$ cat src/hw/cache_geom_pkg.sv
package cache_geom_pkg;

    // block and set geometry
    localparam int words_per_block = 4;
    localparam int num_sets        = 4;
    localparam int num_ways        = 2;

    // address split: tag | index | byte offset
    localparam int offset_bits = $clog2(words_per_block) + 2;
    localparam int index_bits  = $clog2(num_sets);
    localparam int tag_bits    = 32 - offset_bits - index_bits;
    localparam int block_bits  = words_per_block * 32;

    // address fields
    typedef logic [index_bits-1:0]       set_idx_t;
    typedef logic [$clog2(num_ways)-1:0] way_idx_t;
    typedef logic [tag_bits-1:0]         tag_t;

    // one whole block, word 0 in the low bits
    typedef logic [block_bits-1:0] block_t;

endpackage

$ cat src/hw/cache_msg_pkg.sv
package cache_msg_pkg;

    import cache_geom_pkg::*;

    // per-line coherence state
    typedef enum logic [1:0] {ls_invalid, ls_shared, ls_modified} line_state_e;

    // controller FSM
    typedef enum logic [2:0] {s_idle, s_lookup, s_tx_evict, s_alloc_req, s_alloc_rx} ctrl_state_e;

    // core side request, byte address
    typedef struct packed {
        logic        we;
        logic [3:0]  be;
        logic [31:0] addr;
        logic [31:0] wdata;
    } core_req_t;

    // bus request, addr always block aligned
    typedef struct packed {
        logic        we;
        logic [31:0] addr;
        block_t      wdata;
    } bus_req_t;

    // state and tag of every way in the set that was read
    typedef struct packed {
        line_state_e [num_ways-1:0] state;
        tag_t [num_ways-1:0]        tag;
    } line_rd_t;

    // single write port into the line store
    typedef struct packed {
        logic        en;
        set_idx_t    set;
        way_idx_t    way;
        line_state_e state;
        tag_t        tag;
        block_t      data;
    } line_wr_t;

    // lookup outcome for the current request
    typedef struct packed {
        logic     miss;
        way_idx_t way;
        logic     victim_dirty;
        tag_t     victim_tag;
    } lookup_res_t;

endpackage

$ cat src/hw/cache_line_store.sv
`timescale 1ns/1ps

module cache_line_store
    import cache_geom_pkg::*;
    import cache_msg_pkg::*;
(
    input  logic                   clk_i,
    input  logic                   nreset_i,

    // registered set read
    input  logic                   rd_en_i,
    input  set_idx_t               rd_set_i,
    output line_rd_t               rd_line_o,
    output block_t [num_ways-1:0]  rd_data_o,

    // one line written per edge
    input  line_wr_t               wr_i
);

    // storage, indexed [set][way]
    line_state_e [num_sets-1:0][num_ways-1:0] state_r;
    tag_t [num_sets-1:0][num_ways-1:0]        tag_r;
    block_t [num_sets-1:0][num_ways-1:0]      data_r;

    // line state, cleared to invalid on reset
    always_ff @(posedge clk_i) begin
        if (nreset_i) begin
            for (int s = 0; s < num_sets; s++) begin
                for (int w = 0; w < num_ways; w++) begin
                    state_r[s][w] <= ls_invalid;
                end
            end
        end else if (wr_i.en) begin
            state_r[wr_i.set][wr_i.way] <= wr_i.state;
        end
    end

    // tag and data follow the same write port
    always_ff @(posedge clk_i) begin
        if (wr_i.en) begin
            tag_r[wr_i.set][wr_i.way]  <= wr_i.tag;
            data_r[wr_i.set][wr_i.way] <= wr_i.data;
        end
    end

    // whole set captured on the read strobe
    // held until the next request so evict and fill can use it
    always_ff @(posedge clk_i) begin
        if (rd_en_i) begin
            rd_line_o.state <= state_r[rd_set_i];
            rd_line_o.tag   <= tag_r[rd_set_i];
            rd_data_o       <= data_r[rd_set_i];
        end
    end

    // tags only move when the controller writes a line
    a_tag_only_on_write: assert property (
        @(posedge clk_i) disable iff (nreset_i)
        !wr_i.en |=> tag_r === $past(tag_r)
    ) else $error("tag array changed without a write");

endmodule

$ cat src/hw/cache_way_lookup.sv
`timescale 1ns/1ps

module cache_way_lookup
    import cache_geom_pkg::*;
    import cache_msg_pkg::*;
(
    input  logic        clk_i,
    input  logic        nreset_i,
    input  logic        lookup_i,
    input  tag_t        req_tag_i,
    input  line_rd_t    rd_line_i,
    output lookup_res_t res_o
);

    logic [num_ways-1:0] hit, invalid;
    way_idx_t hit_way, open_way, way_n, way_r, way_sel;
    logic any_hit, any_open;

    // per-way compare
    // walk from the top so the lowest matching way wins
    always_comb begin
        hit_way  = '0;
        open_way = '0;
        for (int w = num_ways - 1; w >= 0; w--) begin
            invalid[w] = rd_line_i.state[w] == ls_invalid;
            hit[w]     = !invalid[w] && rd_line_i.tag[w] == req_tag_i;
            if (hit[w])
                hit_way = way_idx_t'(w);
            if (invalid[w])
                open_way = way_idx_t'(w);
        end
    end

    assign any_hit  = |hit;
    assign any_open = |invalid;

    // hit way, else a free way, else way 0 is evicted
    assign way_n = any_hit ? hit_way : (any_open ? open_way : '0);

    // way choice kept for evict, fill and hit write
    always_ff @(posedge clk_i) begin
        if (nreset_i)
            way_r <= '0;
        else if (lookup_i)
            way_r <= way_n;
    end

    assign way_sel = lookup_i ? way_n : way_r;

    assign res_o.miss         = !any_hit;
    assign res_o.way          = way_sel;
    // only a miss can push the chosen line out
    assign res_o.victim_dirty = !any_hit && rd_line_i.state[way_sel] == ls_modified;
    assign res_o.victim_tag   = rd_line_i.tag[way_sel];

    // chosen way must not drift while a miss is served
    a_way_held: assert property (
        @(posedge clk_i) disable iff (nreset_i)
        !lookup_i |-> $stable(res_o.way)
    ) else $error("way choice changed outside lookup");

endmodule

$ cat src/hw/cache_ctrl.sv
`timescale 1ns/1ps

module cache_ctrl
    import cache_geom_pkg::*;
    import cache_msg_pkg::*;
(
    input  logic                  clk_i,
    input  logic                  nreset_i,
    // core port
    input  logic                  cc_valid_i,
    output logic                  cc_ready_o,
    input  core_req_t             cc_req_i,
    output logic                  cc_valid_o,
    output logic [31:0]           cc_rdata_o,
    // bus port
    output logic                  cb_valid_o,
    input  logic                  cb_yumi_i,
    output bus_req_t              cb_req_o,
    input  logic                  cb_valid_i,
    input  block_t                cb_data_i,
    // store and lookup
    output logic                  rd_en_o,
    output set_idx_t              rd_set_o,
    input  block_t [num_ways-1:0] rd_data_i,
    output tag_t                  req_tag_o,
    output logic                  lookup_o,
    input  lookup_res_t           res_i,
    output line_wr_t              wr_o
);

    ctrl_state_e state_r, state_n;
    core_req_t req_r;
    set_idx_t req_set;
    logic [offset_bits-3:0] word_idx;
    logic accept, hit, fill, evict;
    block_t src_blk, merged_blk;

    // replace enabled bytes of one word
    function automatic block_t merge_bytes(block_t blk, logic [offset_bits-3:0] word,
                                           logic [3:0] be, logic [31:0] wdata);
        block_t res;
        res = blk;
        for (int b = 0; b < 4; b++) begin
            if (be[b])
                res[word*32 + b*8 +: 8] = wdata[b*8 +: 8];
        end
        return res;
    endfunction

    // no hole between enabled bytes
    function automatic logic be_contig(logic [3:0] be);
        logic [3:0] low;
        low = be & (~be + 4'd1);
        return ((be + low) & be) == 4'd0;
    endfunction

    assign cc_ready_o = state_r == s_idle;
    assign accept     = cc_valid_i & cc_ready_o;

    // set read starts with the accept
    assign rd_en_o  = accept;
    assign rd_set_o = cc_req_i.addr[offset_bits +: index_bits];

    always_ff @(posedge clk_i) begin
        if (accept)
            req_r <= cc_req_i;
    end

    assign req_set   = req_r.addr[offset_bits +: index_bits];
    assign word_idx  = req_r.addr[offset_bits-1:2];
    assign req_tag_o = req_r.addr[31 -: tag_bits];
    assign lookup_o  = state_r == s_lookup;

    assign hit   = lookup_o & !res_i.miss;
    assign fill  = state_r == s_alloc_rx & cb_valid_i;
    assign evict = (lookup_o & res_i.miss & res_i.victim_dirty) | state_r == s_tx_evict;

    always_comb begin
        state_n = state_r;
        case (state_r)
            s_idle:      if (accept) state_n = s_lookup;
            // bus request already offered in lookup, yumi may skip a state
            s_lookup: begin
                if (!res_i.miss)
                    state_n = s_idle;
                else if (res_i.victim_dirty)
                    state_n = cb_yumi_i ? s_alloc_req : s_tx_evict;
                else
                    state_n = cb_yumi_i ? s_alloc_rx : s_alloc_req;
            end
            s_tx_evict:  if (cb_yumi_i) state_n = s_alloc_req;
            s_alloc_req: if (cb_yumi_i) state_n = s_alloc_rx;
            s_alloc_rx:  if (cb_valid_i) state_n = s_idle;
            default:     state_n = s_idle;
        endcase
    end

    always_ff @(posedge clk_i) begin
        if (nreset_i)
            state_r <= s_idle;
        else
            state_r <= state_n;
    end

    // fill block during alloc_rx, stored block otherwise
    assign src_blk    = (state_r == s_alloc_rx) ? cb_data_i : rd_data_i[res_i.way];
    assign merged_blk = req_r.we ? merge_bytes(src_blk, word_idx, req_r.be, req_r.wdata)
                                 : src_blk;

    // hit write or fill
    assign wr_o.en    = fill | (hit & req_r.we);
    assign wr_o.set   = req_set;
    assign wr_o.way   = res_i.way;
    assign wr_o.state = req_r.we ? ls_modified : ls_shared;
    assign wr_o.tag   = req_tag_o;
    assign wr_o.data  = merged_blk;

    // eviction first, then the allocate read
    assign cb_valid_o     = (lookup_o & res_i.miss) | state_r == s_tx_evict
                          | state_r == s_alloc_req;
    assign cb_req_o.we    = evict;
    assign cb_req_o.addr  = evict ? {res_i.victim_tag, req_set, offset_bits'(0)}
                                  : {req_r.addr[31:offset_bits], offset_bits'(0)};
    assign cb_req_o.wdata = evict ? rd_data_i[res_i.way] : '0;

    // response, writes return zero
    assign cc_valid_o = hit | fill;
    assign cc_rdata_o = req_r.we ? 32'd0 : src_blk[word_idx*32 +: 32];

    a_lookup_one_cycle: assert property (
        @(posedge clk_i) disable iff (nreset_i)
        state_r == s_lookup |=> state_r != s_lookup
    ) else $error("lookup held for more than one cycle");

    a_fill_in_alloc_rx: assert property (
        @(posedge clk_i) disable iff (nreset_i)
        cb_valid_i |-> state_r == s_alloc_rx
    ) else $error("bus data outside alloc_rx");

    a_be_contiguous: assert property (
        @(posedge clk_i) disable iff (nreset_i)
        accept & cc_req_i.we |-> be_contig(cc_req_i.be)
    ) else $error("write byte enables not contiguous");

endmodule

$ cat src/hw/cache_top.sv
`timescale 1ns/1ps

module cache_top
    import cache_geom_pkg::*;
    import cache_msg_pkg::*;
(
    input  logic        clk_i,
    input  logic        nreset_i,
    input  logic        cc_valid_i,
    output logic        cc_ready_o,
    input  core_req_t   cc_req_i,
    output logic        cc_valid_o,
    output logic [31:0] cc_rdata_o,
    output logic        cb_valid_o,
    input  logic        cb_yumi_i,
    output bus_req_t    cb_req_o,
    input  logic        cb_valid_i,
    input  block_t      cb_data_i
);

    // store read and write
    logic                  rd_en;
    set_idx_t              rd_set;
    line_rd_t              rd_line;
    block_t [num_ways-1:0] rd_data;
    line_wr_t              wr;

    // lookup handshake
    tag_t        req_tag;
    logic        lookup;
    lookup_res_t res;

    cache_line_store u_store (
        .clk_i     (clk_i),
        .nreset_i  (nreset_i),
        .rd_en_i   (rd_en),
        .rd_set_i  (rd_set),
        .rd_line_o (rd_line),
        .rd_data_o (rd_data),
        .wr_i      (wr)
    );

    cache_way_lookup u_lookup (
        .clk_i     (clk_i),
        .nreset_i  (nreset_i),
        .lookup_i  (lookup),
        .req_tag_i (req_tag),
        .rd_line_i (rd_line),
        .res_o     (res)
    );

    cache_ctrl u_ctrl (
        .clk_i      (clk_i),
        .nreset_i   (nreset_i),
        .cc_valid_i (cc_valid_i),
        .cc_ready_o (cc_ready_o),
        .cc_req_i   (cc_req_i),
        .cc_valid_o (cc_valid_o),
        .cc_rdata_o (cc_rdata_o),
        .cb_valid_o (cb_valid_o),
        .cb_yumi_i  (cb_yumi_i),
        .cb_req_o   (cb_req_o),
        .cb_valid_i (cb_valid_i),
        .cb_data_i  (cb_data_i),
        .rd_en_o    (rd_en),
        .rd_set_o   (rd_set),
        .rd_data_i  (rd_data),
        .req_tag_o  (req_tag),
        .lookup_o   (lookup),
        .res_i      (res),
        .wr_o       (wr)
    );

endmodule

$ cat config.mk
export PLATFORM = sky130hd
export DESIGN_NAME = cache_top
export DESIGN_NICKNAME = d
export VERILOG_FILES = /design/src/hw/cache_geom_pkg.sv /design/src/hw/cache_msg_pkg.sv /design/src/hw/cache_line_store.sv /design/src/hw/cache_way_lookup.sv /design/src/hw/cache_ctrl.sv /design/src/hw/cache_top.sv
export SDC_FILE = /design/constraint.sdc
export NUM_CORES = 2
export LEC_CHECK = 0
export BUFFER_PORTS_ARGS = -buffer_cell sky130_fd_sc_hd__buf_4
export CAP_MARGIN = 20
export CORE_UTILIZATION = 56
export CTS_BUF_LIST = sky130_fd_sc_hd__clkbuf_4
export CTS_CLUSTER_DIAMETER = 30
export CTS_CLUSTER_SIZE = 16
export DETAILED_ROUTE_END_ITERATION = 6
export PLACE_DENSITY = 0.74
export SYNTH_ARGS = -nofsm -noshare
export SYNTH_HDL_FRONTEND = slang
export SYNTH_SLANG_ARGS = --single-unit
$ cat constraint.sdc
create_clock -name clk_i -period 29.8 [get_ports clk_i]
set_input_delay 8.94 -clock clk_i [delete_from_list [all_inputs] [get_ports clk_i]]
set_output_delay 8.94 -clock clk_i [all_outputs]
set_load 0.005 [all_outputs]
==> impl_results.md <==
- Outcome: finished with violations
- Violated checks: DRC
- Final wirelength: approximately 200000 um
- Number of synthesized flops with an enable pin: 1611
- Worst path bufs/invs: 2
- Clock tree buffer depth: 4
- Mapped Area: about 0.065 sq mm
- Initial antenna violation count: 12
- Critical path launch point type: input pin
- Clk Latency, worst-skew pair: approximately 1.3 ns
- Area after DPL: about 0.07 sq mm
- WL/cell: 32.7 um
- R2r endpoint: u_store.data_r[830]$_DFFE_PP_
- Worst EP arrival: 10.79 ns
- Worst slew margin: 0.122
- Minimum clock period: roughly 20 ns
- Unrepaired setup endpoints after global routing: no
- Post-synthesis mux area share: 0.119
- Synth Area in Adders: 0.00134
- Post-synth top cells: edfxtp_1 (1611), nand2_1 (332), mux4_2 (312), o21ai_0 (204), clkbuf_1 (176)
- Delay-heaviest family, CP: compound AO/OA/AOI/OAI gates
- Vias in the first global route: roughly 38000
- Chip width: ~340 um
- CP Cell Sequence: buf_4 > o221ai_1 > a22oi_1 > o211a_1 > buf_4
- Crit path to: cc_rdata_o[29]
- Remaining antenna violation count: 0
- Ys async rst share: 0
- Pwr dens: about 74 mW/mm^2
- Slew @ Worst Pin: roughly 1.3 ns
- Synth warn: 0
- First-pass GRT wire length: 272000 um
- # clock sinks: roughly 1600
- Top cells by area, synth: edfxtp_1 (74%), mux4_2 (11%), nand2_1 (1.9%), o21ai_0 (1.6%), a21oi_1 (1.2%)
- Initial Util: 0.564
- Root Driver: clkbuf_4
- Max frequency: 50.7 MHz
- Hold_buf cts: 0
- Crit Path Category: input pin to primary output
- DIE AREA: around 0.12 sq mm
- Worst EP required: approximately 21 ns
- Port buffer count: around 390
- Fin area: ~0.075 sq mm
- Post-Syn Area per Cell: between 15 and 20 sq um
- CTS H-tree depth: 5
- Maximum fanout along the worst path: 2
- Setup TNS: 0 ns
- Worst vdd ir: a little under 0.00005 V
- Vias per cell: about 6.7
- Fill cell count: about 7800
- Kind of end point of the critical path: primary output
- FF-to-FF path depth: 11
- Layout cells sized above 1: 0.314
- NumNets Final: about 4400
- DR vias: 40100
- Clk slew on worst S/H paths: ~0.090 ns
- Die height: 344 um
- Row count: about 130
- Sequential fraction of the synthesis area: 0.746
- Worst r2r src: u_ctrl.req_tag_o[3]$_DFFE_PP_
- DP HPWL: 117000 um
- Cell depth of the worst setup path: 5
- XOR/XNOR share of the synthesized area: 0.00696
- Period utilization: 0.662
- Crit path from: cb_data_i[125]
- Simple-gate portion of the synthesized area: 0.0502
- DRC: 1
- Setup Viol. Count Final: 0
- Max-cap violation count: 0
- Core area: approximately 0.12 sq mm
- Largest family of logic cells by synthesized area: multiplexers
- TritonRoute pass-1 iters: 7
- Final core occ: 0.646
- Overall power: 5.54 mW
- Max stage delay cell, worst path: o221ai_1
- Most frequent cell after synthesis: edfxtp_1
- Number of setup buffers added after CTS: 0
- Predominant post-synthesis flop cell: edfxtp_1
- Final hold viol count: 0
- Post-synthesis compound-gate area fraction: 0.0592
- CTS tree: yes
- CP max stage delay: between 0.9 and 1 ns
- GRT Residual Overflow: 0
- Yosys top cell area share: 0.739
- Mapped Cells: around 3700
- DR iter-0 viols: 6207
- Max Slew Vio Count: 0
- Synth cell types: 53
- Largest net degree at the start of global routing: 139
- R2R setup slack: around 23 ns
- Worst hold slack: 0.483 ns
- Area delta synth->final: 14.6%
- Setup Skew: 0.101 ns
- Synth area leader: edfxtp_1
- Flops & latches, synth: between 1500 and 2000
- IO Pins: between 300 and 400
- CP most frequent cell: buf_4
- PostCTS Resize Cnt: 0
- LEAKAGE: between 20 and 30 nW
- Hold WC Path Type: flop to flop
- Total track usage: 0.330
- CTS Buf Count: between 300 and 400
- Routability cong.: around 0.93
==> power by group <==
part	internal, mW	total (mW)	switching [mW]
clock network	0.898	1.85	0.948
logic	0.250	0.860	0.610
registers	2.75	2.84	0.0841
==> cells in the final DEF (no fill, tap or decap), drive strengths merged, types with 39 or more instances in the layout <==
master,synthesis,routed
edfxtp,1611,1611
buf,93,466
clkbuf,176,364
nand2,332,332
mux4,312,312
o21ai,205,205
a21oi,161,161
nor3,102,102
clkinv,1,102
nor2,88,88
nand3,75,75
o221ai,64,64
xor2,52,52
clkinvlp,0,49
mux2i,47,47
nor4,39,39
==> through the flow <==
step	instances	setup slack [ns]
global placement	5398	10.21
detailed placement	5401	10.23
CTS	5968	10.22
finish	5991	10.07
floorplan	3679	3.44
global route	5985	10.10
==> layer usage <==
metal  routed length (um)  GRT usage  part of all wire  up-vias
met5                  199    0.00921            0.0010        -
met4                11000      0.177             0.056       10
met3                29100      0.120              0.15      551
met2                89100      0.487              0.45     3311
met1                66400      0.431              0.34    20100
li1                     -          -                 -    16200
==> area by class of cell <==
type	instances	area, sq um	share of cell area
Antenna cell	14	35.0	0.000467
Tap cell	1524	1910	0.0254
Inverter	8	37.5	0.000501
Sequential cell	1631	48800	0.651
Clock inverter	212	2160	0.0288
Multi-Input combinational cell	1771	15700	0.209
Timing Repair Buffer	476	3700	0.0494
Clock buffer	355	2670	0.0356
==> worst min-delay path by stage <==
stage,from,to,slack (ns),cells after the start
finish,u_store.state_r[6]$_SDFFE_PP0P_,u_store.state_r[6]$_SDFFE_PP0P_,0.48,2
global placement,u_store.state_r[5]$_SDFFE_PP0P_,u_store.state_r[5]$_SDFFE_PP0P_,0.46,2
global route,u_store.state_r[6]$_SDFFE_PP0P_,u_store.state_r[6]$_SDFFE_PP0P_,0.50,2
floorplan,u_store.state_r[10]$_SDFFE_PP0P_,u_store.state_r[10]$_SDFFE_PP0P_,0.45,2
detailed placement,u_store.state_r[4]$_SDFFE_PP0P_,u_store.state_r[4]$_SDFFE_PP0P_,0.47,2
CTS,u_store.state_r[6]$_SDFFE_PP0P_,u_store.state_r[6]$_SDFFE_PP0P_,0.48,2
==> sequential cells by signal, summed over array words and instances, names as in the netlist <==
signal,cells
u_ctrl.wr_o,2
u_store.data_r,1024
u_store.tag_r,208
u_ctrl.req_tag_o,26
u_lookup.way_r,1
u_ctrl.state_r,3
u_store.rd_data_o,256
u_store.rd_line_o,56
u_ctrl.req_r,39
u_store.state_r,16
==> cells by family after synthesis <==
group	after synthesis
other cells	1
buf+inv	277
simple gates	720
fa+ha+maj	7
flops	1631
xor+xnor	52
mux	386
compound gates	602
==> worst register-to-register path, delay by kind of cell (launching register included) <==
family                    cells  cell delay, ns
and+or+nand+nor               5            1.50
DFF                           1            0.59
buffers and inverters         4            2.65
AOI/OAI and AO/OA             1            0.80
xor gates and xnor gates      1            0.30
No activity file was read; power rests on OpenSTA's default activity.
